==> config.mk <==
export PLATFORM = sky130hd
export DESIGN_NAME = sdram_top
export DESIGN_NICKNAME = d
export VERILOG_FILES = /design/src/source/sdram_pkg.sv /design/src/source/wb_pkg.sv /design/src/source/sdram_cmd_if.sv /design/src/source/sdram_init_seq.sv /design/src/source/sdram_access_fsm.sv /design/src/source/sdram_cmd_out.sv /design/src/source/sdram_top.sv
export SDC_FILE = /design/constraint.sdc
export NUM_CORES = 1
export LEC_CHECK = 0
export BUFFER_PORTS_ARGS = -buffer_cell sky130_fd_sc_hd__buf_2
export CAP_MARGIN = 20
export CORE_UTILIZATION = 44
export DETAILED_ROUTE_END_ITERATION = 12
export GPL_TIMING_DRIVEN = 0
export PLACE_DENSITY = 0.78
export SLEW_MARGIN = 20
export SYNTH_ARGS = -nofsm -noshare
export SYNTH_HDL_FRONTEND = slang
export SYNTH_SLANG_ARGS = --single-unit
==> constraint.sdc <==
create_clock -name clk_i -period 2.2 [get_ports clk_i]
set_clock_uncertainty 0.15 [all_clocks]
set_input_delay 0 -clock clk_i [delete_from_list [all_inputs] [get_ports clk_i]]
set_output_delay 0 -clock clk_i [all_outputs]
set_load 0.02 [all_outputs]
==> src/source/sdram_pkg.sv <==
package sdram_pkg;

  // {cs_n, ras_n, cas_n, we_n}
  typedef enum logic [3:0] {
    DESL      = 4'b1111,
    NOP       = 4'b0111,
    READ      = 4'b0101,
    WRITE     = 4'b0100,
    ACTIVATE  = 4'b0011,
    PRECHARGE = 4'b0010,
    REFRESH   = 4'b0001,
    MRS       = 4'b0000
  } sdram_cmd_e;

  // one address bus, read according to the command on the pins
  typedef union packed {
    logic [12:0] row;        // activate
    struct packed {
      logic [1:0] rsvd;
      logic       ap;        // A10, auto precharge / all banks
      logic [9:0] col;
    } col_word;              // read, write, precharge
    struct packed {
      logic [5:0] rsvd;      // write burst mode and op mode, all zero
      logic [2:0] cas;
      logic       bt;        // 0 = sequential
      logic [2:0] bl;
    } mode;                  // mode register set
  } sdram_addr_u;

  localparam int unsigned BURST_LEN      = 4;
  localparam int unsigned INIT_REFRESHES = 8;
  localparam int unsigned PRECHARGE_WAIT = 3;
  localparam int unsigned REFRESH_WAIT   = 6;
  localparam int unsigned MODE_WAIT      = 3;

  // cas 2, sequential, burst of 4
  localparam sdram_addr_u MODE_WORD = 13'b000000_010_0_010;

endpackage

==> src/source/wb_pkg.sv <==
package wb_pkg;

  localparam int unsigned WB_DATA_W = 32;
  localparam int unsigned WB_SEL_W  = 4;

  // word address as seen from the bus
  typedef struct packed {
    logic [1:0]  bank;
    logic [12:0] row;
    logic [9:0]  col;
  } wb_adr_t;

endpackage

==> src/source/sdram_cmd_if.sv <==
`timescale 1ns/100ps

// a command proposed for the next pin cycle
interface sdram_cmd_if;

  sdram_pkg::sdram_cmd_e  cmd;
  logic [1:0]             ba;
  sdram_pkg::sdram_addr_u addr;
  logic [3:0]             dqm;

  modport source (
    output cmd, ba, addr, dqm
  );

  modport sink (
    input cmd, ba, addr, dqm
  );

endinterface

==> src/source/sdram_init_seq.sv <==
`timescale 1ns/100ps

module sdram_init_seq #(
  parameter int INIT_DELAY = 20000
) (
  input  logic        clk_i,
  input  logic        rst_i,
  sdram_cmd_if.source init_o,
  output logic        init_done_o
);

  localparam int CNT_W = $clog2(INIT_DELAY + 16); // room for the short waits too
  localparam int REF_W = $clog2(sdram_pkg::INIT_REFRESHES + 1);

  localparam logic [2:0] S_WAIT = 3'd0;
  localparam logic [2:0] S_PRE  = 3'd1;
  localparam logic [2:0] S_REF  = 3'd2;
  localparam logic [2:0] S_MODE = 3'd3;
  localparam logic [2:0] S_DONE = 3'd4;

  logic [2:0]       state_q, state_d;
  logic [CNT_W-1:0] cnt_q, cnt_d;
  logic [REF_W-1:0] nref_q, nref_d;

  always_ff @(posedge clk_i or posedge rst_i) begin
    if (rst_i) begin
      state_q <= S_WAIT;
      cnt_q   <= CNT_W'(INIT_DELAY);
      nref_q  <= '0;
    end else begin
      state_q <= state_d;
      cnt_q   <= cnt_d;
      nref_q  <= nref_d;
    end
  end

  always_comb begin
    state_d     = state_q;
    cnt_d       = cnt_q;
    nref_d      = nref_q;
    init_o.cmd  = sdram_pkg::NOP;
    init_o.ba   = '0;
    init_o.addr = '0;
    init_o.dqm  = '1;
    case (state_q)
      S_WAIT, S_PRE: begin
        if (cnt_q != '0) begin
          cnt_d = cnt_q - 1'b1;
        end else if (state_q == S_WAIT) begin
          init_o.cmd              = sdram_pkg::PRECHARGE;
          init_o.addr.col_word.ap = 1'b1; // all banks
          cnt_d                   = CNT_W'(sdram_pkg::PRECHARGE_WAIT);
          state_d                 = S_PRE;
        end else begin
          state_d = S_REF;
        end
      end
      S_REF: begin
        if (cnt_q != '0) begin
          cnt_d = cnt_q - 1'b1;
        end else if (nref_q == REF_W'(sdram_pkg::INIT_REFRESHES)) begin
          init_o.cmd  = sdram_pkg::MRS;
          init_o.addr = sdram_pkg::MODE_WORD;
          cnt_d       = CNT_W'(sdram_pkg::MODE_WAIT);
          state_d     = S_MODE;
        end else begin
          init_o.cmd = sdram_pkg::REFRESH;
          nref_d     = nref_q + 1'b1;
          cnt_d      = CNT_W'(sdram_pkg::REFRESH_WAIT);
        end
      end
      S_MODE: begin
        if (cnt_q != '0) begin
          cnt_d = cnt_q - 1'b1;
        end else begin
          state_d = S_DONE;
        end
      end
      default: ; // done, stays here until reset
    endcase
  end

  assign init_done_o = (state_q == S_DONE);

endmodule

==> src/source/sdram_access_fsm.sv <==
`timescale 1ns/100ps

module sdram_access_fsm (
  input  logic                         clk_i,
  input  logic                         rst_i,
  input  logic                         init_done_i,
  sdram_cmd_if.source                  acc_o,
  input  logic                         cyc_i,
  input  logic                         stb_i,
  input  logic                         we_i,
  input  wb_pkg::wb_adr_t              adr_i,
  input  logic [wb_pkg::WB_SEL_W-1:0]  sel_i,
  input  logic [wb_pkg::WB_DATA_W-1:0] dat_i,
  output logic [wb_pkg::WB_DATA_W-1:0] dat_o,
  output logic                         ack_o,
  input  logic [wb_pkg::WB_DATA_W-1:0] databus_in_i,
  output logic [wb_pkg::WB_DATA_W-1:0] databus_out_o,
  output logic                         databus_dir_o
);

  localparam int CNT_W  = $clog2(sdram_pkg::REFRESH_WAIT + 1);
  localparam int RD_LAT = 2; // cas latency
  localparam int WR_REC = 3;

  localparam logic [2:0] S_IDLE   = 3'd0;
  localparam logic [2:0] S_REF    = 3'd1;
  localparam logic [2:0] S_ACT    = 3'd2;
  localparam logic [2:0] S_RW     = 3'd3;
  localparam logic [2:0] S_RD_LAT = 3'd4;
  localparam logic [2:0] S_RD     = 3'd5;
  localparam logic [2:0] S_WR     = 3'd6;
  localparam logic [2:0] S_WR_REC = 3'd7;

  logic [2:0]       state_q, state_d;
  logic [CNT_W-1:0] cnt_q, cnt_d;
  logic             req;
  logic             last_beat;

  assign req       = cyc_i & stb_i;
  assign last_beat = (cnt_q == CNT_W'(sdram_pkg::BURST_LEN - 1));

  always_ff @(posedge clk_i or posedge rst_i) begin
    if (rst_i) begin
      state_q <= S_IDLE;
      cnt_q   <= '0;
    end else begin
      state_q <= state_d;
      cnt_q   <= cnt_d;
    end
  end

  always_comb begin
    state_d    = state_q;
    cnt_d      = cnt_q;
    acc_o.cmd  = sdram_pkg::NOP;
    acc_o.ba   = adr_i.bank;
    acc_o.addr = '0;
    acc_o.dqm  = ~sel_i;
    case (state_q)
      S_IDLE: begin
        acc_o.dqm = '1;
        if (init_done_i && req) begin
          acc_o.cmd      = sdram_pkg::ACTIVATE;
          acc_o.addr.row = adr_i.row; // open row
          state_d        = S_ACT;
        end else if (init_done_i) begin
          acc_o.cmd = sdram_pkg::REFRESH;
          cnt_d     = CNT_W'(sdram_pkg::REFRESH_WAIT);
          state_d   = S_REF;
        end
      end
      S_REF: begin
        acc_o.dqm = '1;
        cnt_d     = cnt_q - 1'b1;
        if (cnt_q == '0) begin
          state_d = S_IDLE;
        end
      end
      S_ACT: state_d = S_RW; // activate to read/write gap
      S_RW: begin
        acc_o.cmd               = we_i ? sdram_pkg::WRITE : sdram_pkg::READ;
        acc_o.addr.col_word.ap  = 1'b1; // auto precharge
        acc_o.addr.col_word.col = adr_i.col;
        cnt_d                   = we_i ? '0 : CNT_W'(RD_LAT - 1);
        state_d                 = we_i ? S_WR : S_RD_LAT;
      end
      S_RD_LAT: begin
        cnt_d = cnt_q - 1'b1;
        if (cnt_q == '0) begin
          cnt_d   = '0; // beat counter starts at zero
          state_d = S_RD;
        end
      end
      S_RD, S_WR: begin
        cnt_d = cnt_q + 1'b1;
        if (last_beat) begin
          cnt_d   = CNT_W'(WR_REC - 1);
          state_d = (state_q == S_WR) ? S_WR_REC : S_IDLE;
        end
      end
      default: begin
        acc_o.dqm = '1;
        cnt_d     = cnt_q - 1'b1;
        if (cnt_q == '0) begin
          state_d = S_IDLE;
        end
      end
    endcase
  end

  assign ack_o         = (state_q == S_RD) || (state_q == S_WR);
  assign databus_dir_o = (state_q == S_WR);
  assign databus_out_o = dat_i;
  assign dat_o         = (state_q == S_RD) ? databus_in_i : '0;

endmodule

==> src/source/sdram_cmd_out.sv <==
`timescale 1ns/100ps

module sdram_cmd_out (
  input  logic        clk_i,
  input  logic        rst_i,
  input  logic        init_done_i,
  sdram_cmd_if.sink   init_i,
  sdram_cmd_if.sink   acc_i,
  output logic        cs_n_o,
  output logic        ras_n_o,
  output logic        cas_n_o,
  output logic        we_n_o,
  output logic        cke_o,
  output logic [1:0]  ba_o,
  output logic [12:0] addr_o,
  output logic [3:0]  dqm_o
);

  sdram_pkg::sdram_cmd_e cmd_q;

  always_ff @(posedge clk_i or posedge rst_i) begin
    if (rst_i) begin
      cmd_q  <= sdram_pkg::NOP;
      ba_o   <= '0;
      addr_o <= '0;
      dqm_o  <= '1;
      cke_o  <= 1'b0;
    end else begin
      cke_o <= 1'b1;
      if (init_done_i) begin // access path owns the bus from here on
        cmd_q  <= acc_i.cmd;
        ba_o   <= acc_i.ba;
        addr_o <= acc_i.addr;
        dqm_o  <= acc_i.dqm;
      end else begin
        cmd_q  <= init_i.cmd;
        ba_o   <= init_i.ba;
        addr_o <= init_i.addr;
        dqm_o  <= init_i.dqm;
      end
    end
  end

  assign {cs_n_o, ras_n_o, cas_n_o, we_n_o} = cmd_q;

endmodule

==> src/source/sdram_top.sv <==
`timescale 1ns/100ps

module sdram_top #(
  parameter int INIT_DELAY = 20000
) (
  input  logic                         clk_i,
  input  logic                         rst_i,
  input  logic                         cyc_i,
  input  logic                         stb_i,
  input  logic                         we_i,
  input  wb_pkg::wb_adr_t              adr_i,
  input  logic [wb_pkg::WB_SEL_W-1:0]  sel_i,
  input  logic [wb_pkg::WB_DATA_W-1:0] dat_i,
  output logic [wb_pkg::WB_DATA_W-1:0] dat_o,
  output logic                         ack_o,
  output logic                         cs_n_o,
  output logic                         ras_n_o,
  output logic                         cas_n_o,
  output logic                         we_n_o,
  output logic                         cke_o,
  output logic [1:0]                   ba_o,
  output logic [12:0]                  addr_o,
  output logic [3:0]                   dqm_o,
  input  logic [wb_pkg::WB_DATA_W-1:0] databus_in_i,
  output logic [wb_pkg::WB_DATA_W-1:0] databus_out_o,
  output logic                         databus_dir_o
);

  logic init_done;

  sdram_cmd_if init_bus ();
  sdram_cmd_if acc_bus ();

  sdram_init_seq #(
    .INIT_DELAY(INIT_DELAY)
  ) init0 (
    .clk_i,
    .rst_i,
    .init_o      (init_bus.source),
    .init_done_o (init_done)
  );

  sdram_access_fsm access0 (
    .clk_i,
    .rst_i,
    .init_done_i (init_done),
    .acc_o       (acc_bus.source),
    .cyc_i,
    .stb_i,
    .we_i,
    .adr_i,
    .sel_i,
    .dat_i,
    .dat_o,
    .ack_o,
    .databus_in_i,
    .databus_out_o,
    .databus_dir_o
  );

  sdram_cmd_out cmd_out0 (
    .clk_i,
    .rst_i,
    .init_done_i (init_done),
    .init_i      (init_bus.sink),
    .acc_i       (acc_bus.sink),
    .cs_n_o,
    .ras_n_o,
    .cas_n_o,
    .we_n_o,
    .cke_o,
    .ba_o,
    .addr_o,
    .dqm_o
  );

endmodule

Word level (Yosys, flattened, before mapping)
Index checks and enable logic that the tools add are counted.
Widths: inputs -> output; s select.
Operators by class
  $add $sub $neg: 4
  equality and inequality tests: 22
  mux-type cells: 50
  bitwise operators: 5
  reduce and logical (&&, ||, !) cells: 16
Operator list (count)
  $mux 15: 4
  $mux 3: 17
  $pmux 15 s3: 1
  $mux 13: 3
  $mux 32: 1
  $pmux 3 s5: 2
  $pmux 11 s2: 1
  $mux 4: 4
  $pmux 4 s2: 2
  $eq 3x2->1 const B: 5
  $reduce_bool 15->1: 1
  $sub 15x1->15 const B: 1
  $eq 3x3->1 const B: 4
  $mux 2: 6
  $mux 10: 1
  $ne 2x1->1 const B: 5
  $logic_not 3->1: 3
  $pmux 3 s3: 1
  $reduce_and 3->1: 3
  $ne 2x2->1 const B: 4
  $mux 6: 1
  $ne 3x1->1 const B: 2
  $mux 1: 5
  $reduce_and 5->1: 1
  16 further kinds: 19
Word-level totals
  flip-flop bits (word level): 52
  bits of input ports: 98
  output and inout port bits: 90

Depth between registers and ports, before layout
  depth after elaboration: 5
  mapped depth: 8
  depth with buffers taken out: 6

Hierarchy
Synthesis repeated with hierarchy kept, for this count alone.
Second synthesis, totals
  cell total of the unflattened synthesis: 373
  area total of the unflattened synthesis: 3588.4 um2
Modules (own cells, without submodules)
  sdram_init_seq: times used 1, cells an instance 151, area each 1460.2 um2
  sdram_access_fsm: times used 1, cells an instance 171, area each 1229.9 um2
  sdram_cmd_out: times used 1, cells an instance 51, area each 898.4 um2

Least setup slack after synthesis
Ideal clock, no wire load.
  kind: register -> register
  from: register init0.cnt_q[0]
  to: register init0.nref_q[1]
  arrival: 1724 ps
  required time: 1922 ps
  slack: 198 ps
  cell stages (with the launch flop): 8
  buffers on the path: 1
  cells stage by stage: dfrtp_1 inv_1 ha_1 nand2b_1 or2_2 clkbuf_1 nor3_2 mux2_1
On the way
  cells in the longest elaborated chain, start to end: 3
Ends and longest elaborated chain
  from (decl): RTL line sdram_init_seq.sv:22  | logic [CNT_W-1:0] cnt_q, cnt_d;
  from (signal assigned): RTL line sdram_init_seq.sv:28  | cnt_q <= CNT_W'(INIT_DELAY);
  from (signal assigned): RTL line sdram_init_seq.sv:32  | cnt_q <= cnt_d;
  $reduce_bool 15->1: RTL line sdram_init_seq.sv:59  | if (cnt_q != '0) begin
  $not 1->1 (no line)
  $reduce_and 3->1 (no line)
  to (signal assigned): RTL line sdram_init_seq.sv:33  | nref_q <= nref_d;
  to (decl): RTL line sdram_init_seq.sv:23  | logic [REF_W-1:0] nref_q, nref_d;
No other way between the ends.
A chain may end at the register's enable or synchronous reset.

Worst setup path in the final report
  from: register init0.state_q[1]
  to: register cmd_out0.cmd_q[1]
On the way
  cells in the longest elaborated chain, start to end: 5
Ends and longest elaborated chain
  from (decl): RTL line sdram_init_seq.sv:21  | logic [2:0] state_q, state_d;
  from (signal assigned): RTL line sdram_init_seq.sv:31  | state_q <= state_d;
  $eq 3x3->1: RTL line sdram_init_seq.sv:83  | assign init_done_o = (state_q == S_DONE);
  $logic_and 1x1->1: RTL line sdram_access_fsm.sv:62  | if (init_done_i && req) begin
  $mux 2: RTL line sdram_access_fsm.sv:62
  $pmux 4 s2: RTL line sdram_access_fsm.sv:59  | case (state_q)
  $mux 4 *: RTL line sdram_cmd_out.sv:30  | if (init_done_i) begin
  to (signal assigned): RTL line sdram_cmd_out.sv:23  | cmd_q <= sdram_pkg::NOP;
  to (signal assigned): RTL line sdram_cmd_out.sv:31  | cmd_q <= acc_i.cmd;
  to (signal assigned): RTL line sdram_cmd_out.sv:36  | cmd_q <= init_i.cmd;
  to (decl): RTL line sdram_cmd_out.sv:19  | sdram_pkg::sdram_cmd_e cmd_q;
Mark *: on every way between the ends. The rest lies on a longest branch, timed or not.

==> flow_summary.json <==
{
  "yosysTopAreaCell": "dfrtp_1",
  "synth-adder-area-share_pct": 3.02,
  "cts_buffers": 5,
  "ys_types": 61,
  "antenna_found_initial": 0,
  "dp.cells": 606,
  "cp.required_ns": 2.28,
  "setup_viol": 0,
  "vdd_drop_max_mv": 0.225,
  "critPathLaunchType": "flip-flop",
  "overflow": 0,
  "period_needed_ns": 2.12,
  "path_class": "flip-flop to flip-flop",
  "synthTopCellsByArea": "dfrtp_1, dfstp_2, buf_4",
  "io_pins": 188,
  "synth_edf_count": 0,
  "grt_pass1_vias": 3180,
  "seq_area_sq_mm": 0.00129,
  "drc": 0,
  "final_nets": 656,
  "drt_iter0_markers": 257,
  "synth-compound-area-share_pct": 13.7,
  "wirelength_mm": 9.87,
  "ys_ff_latch": 51,
  "gp_congestion": 0.856,
  "maxCapViolations": 0,
  "max_freq_mhz": 471,
  "insertion_delay_ns": 0.32,
  "synth_warnings": 0,
  "synth_area_sq_mm": 0.00323,
  "synth_cells": 355,
  "antenna_cells": 0,
  "slew_headroom_pct": 54.7,
  "avgRoutedWirePerCell_um": 15.2,
  "path_max_fanout": 10,
  "ys_seq_area_share_pct": 39.9,
  "tightestPinTransition_ns": 0.679,
  "synth_async_sr_flop_share_pct": 100,
  "synth_nets": 460,
  "port-buffer-count": 154,
  "initial_core_util_pct": 46.6,
  "drt-met1-wl_mm": 3.86,
  "avgViaCountPerCell": 5.22,
  "grt_usage_pct": 25.4,
  "powerDensity_mw_per_mm2": 377,
  "synth_ff_type": "dfrtp_1",
  "clk_transition_reported_paths_ns": 0.09,
  "arrival_ns": 2.20,
  "detail_route.first_pass.iterations": 4,
  "grt_pass1_wl_mm": 15.0,
  "hpwlAfterDp_mm": 6.94,
  "hold_violations": 0,
  "outcome": "finished clean",
  "coreArea_sq_mm": 0.00694,
  "timing.final.crit_share_pct": 96.4,
  "grt_max_degree": 32,
  "fin_cells": 648,
  "synthMostInstantiatedCell": "dfrtp_1",
  "synthSimpleGateAreaFrac_pct": 26.4,
  "row_count": 30,
  "postSynthAreaPerCell_sq_um": 9.11,
  "multi_input_area_sq_mm": 0.00158,
  "cts.sinks": 51,
  "drive_gt1_share_pct": 43.8,
  "cts_buffer_depth": 2,
  "drtAntennaViolNets": 0,
  "maxSlewViolCount": 0,
  "fin_util_pct": 66.7,
  "synth_top_family_by_area": "simple AND/OR/NAND/NOR gates",
  "chipHeight_um": 87.7,
  "synth.top_cell.area_share_pct": 30.2,
  "min_path_type": "input port to output port",
  "synthXorXnorAreaFrac_pct": 1.35,
  "p_leak_nw": 2.42,
  "synth_common_cells": "dfrtp_1, and3_1, buf_4",
  "cts_tree": "yes",
  "dieArea_sq_mm": 0.00769,
  "dr_wl_met3_um": 715,
  "die_w_um": 87.7,
  "dr.max_layer_used": "met4",
  "crit_path_end_kind": "flip-flop",
  "vias": 3385,
  "num-fill-cells": 517,
  "muxShareOfSynthArea_pct": 2.94,
  "ctsRootBufferMaster": "clkbuf_8",
  "wl_met2_mm": 5.10,
  "area_growth_pct": 43.2,
  "htreeDepth": 2
}
[registers in the layout, summed over array words and instances (netlist names)]
register / count
cmd_out0.ba_o: 2
cmd_out0.cke_o: 1
cmd_out0.dqm_o: 4
cmd_out0.addr_o: 13
init0.state_q: 3
access0.cnt_q: 3
cmd_out0.cmd_q: 3
init0.cnt_q: 15
access0.state_q: 3
init0.nref_q: 4
[per-layer routing]
layer | up-vias | GRT usage (%)
met2 | 183 | 47.7
met1 | 1564 | 29.3
met3 | 17 | 3.20
met4 | 0 | 9.69
met5 | - | 0
li1 | 1621 | -
[final timing paths]
kind	start	to	slack [ns]	depth (start not counted)
worst max-delay path	init0.state_q[1]	cmd_out0.cmd_q[1]	0.08	7
worst min-delay path	dat_i[15]	databus_out_o[15]	0.07	2
worst max register to register	init0.state_q[1]	cmd_out0.cmd_q[1]	0.08	7
worst min register to register	init0.nref_q[3]	init0.nref_q[3]	0.35	1
max in group asynchronous	rst_i	init0.cnt_q[10]	1.08	4
min in group asynchronous	rst_i	init0.cnt_q[4]	0.20	3
[stage by stage]
step                      hold slack (ns)  worst slack (ns)  instance area, sq um  power (mW)  setup TNS, ns
after global routing               0.0703           -0.0429                  4630        1.81        -0.0949
after global placement            -0.0281            -0.167                  4120        1.16         -0.983
final                              0.0661            0.0791                  4630        1.74              0
after detailed placement          -0.0239            -0.211                  4150        1.17          -1.48
after floorplan                    -0.111             0.198                  3230        1.07              0
after CTS                          0.0672            0.0371                  4600        1.75              0
[where the power goes]
part | switching (mW) | internal, mW
Clock | 0.322 | 0.225
Combinational | 0.111 | 0.145
Sequential | 0.000722 | 0.940
Total | 0.434 | 1.31
[what timing repair did]
| item | 4_1_cts | 5_1_grt |
|---|---|---|
| hold endpoints to repair | 44 | 0 |
| gates resized for setup | 3 | 18 |
| hold buffers | 33 | 0 |
| buffers inserted | 3 | 0 |
| endpoints found under the setup margin | 26 | 39 |
| pin swaps | 2 | 0 |
[cell type report]
type                       count  share of cell area, %
clock buffer                   6                   1.57
multi-input combinational    233                   34.0
buffer                        57                   7.78
inverter                      12                  0.973
sequential                    51                   27.9
clock inverter                 2                  0.297
tap                           96                   2.59
timing repair buffer         191                   24.9
[worst max-delay path: stages (launching register included)]
cell,delay (ns)
dfrtp_1,0.40
clkbuf_1,0.25
nor3b_4,0.37
and4_1,0.26
buf_2,0.17
buf_4,0.19
nor2_1,0.06
a21oi_1,0.19
[placed cells by master (no fill, tap or decap), types with 3 or more instances in the layout]
cell / n
dlygate4sd3_1: 33
nor3_1: 10
a21o_1: 3
and4_1: 3
mux2i_1: 5
a31oi_1: 3
clkbuf_1: 13
buf_4: 38
nor4_1: 4
dfrtp_1: 38
clkbuf_8: 5
nand2_1: 16
or3_1: 6
nor2_1: 22
clkbuf_2: 6
o31ai_1: 4
xnor2_1: 3
buf_2: 157
o21ai_1: 4
a22oi_1: 8
ha_1: 7
nor3b_1: 4
nor2b_1: 4
o21ai_0: 12
or4_1: 5
and2_1: 5
and3_1: 35
inv_1: 11
dfstp_2: 12
a21oi_1: 12
nand2b_1: 10
[cells by family (layout without fill, tap and decap cells)]
family,Yosys count,after routing
simple gates,144,144
buf+inv,71,268
compound gates,65,65
flops,51,51
mux,9,9
fa+ha+maj,8,8
xor+xnor,5,5
other cells,2,2
Power figures use the tool's default switching activity.
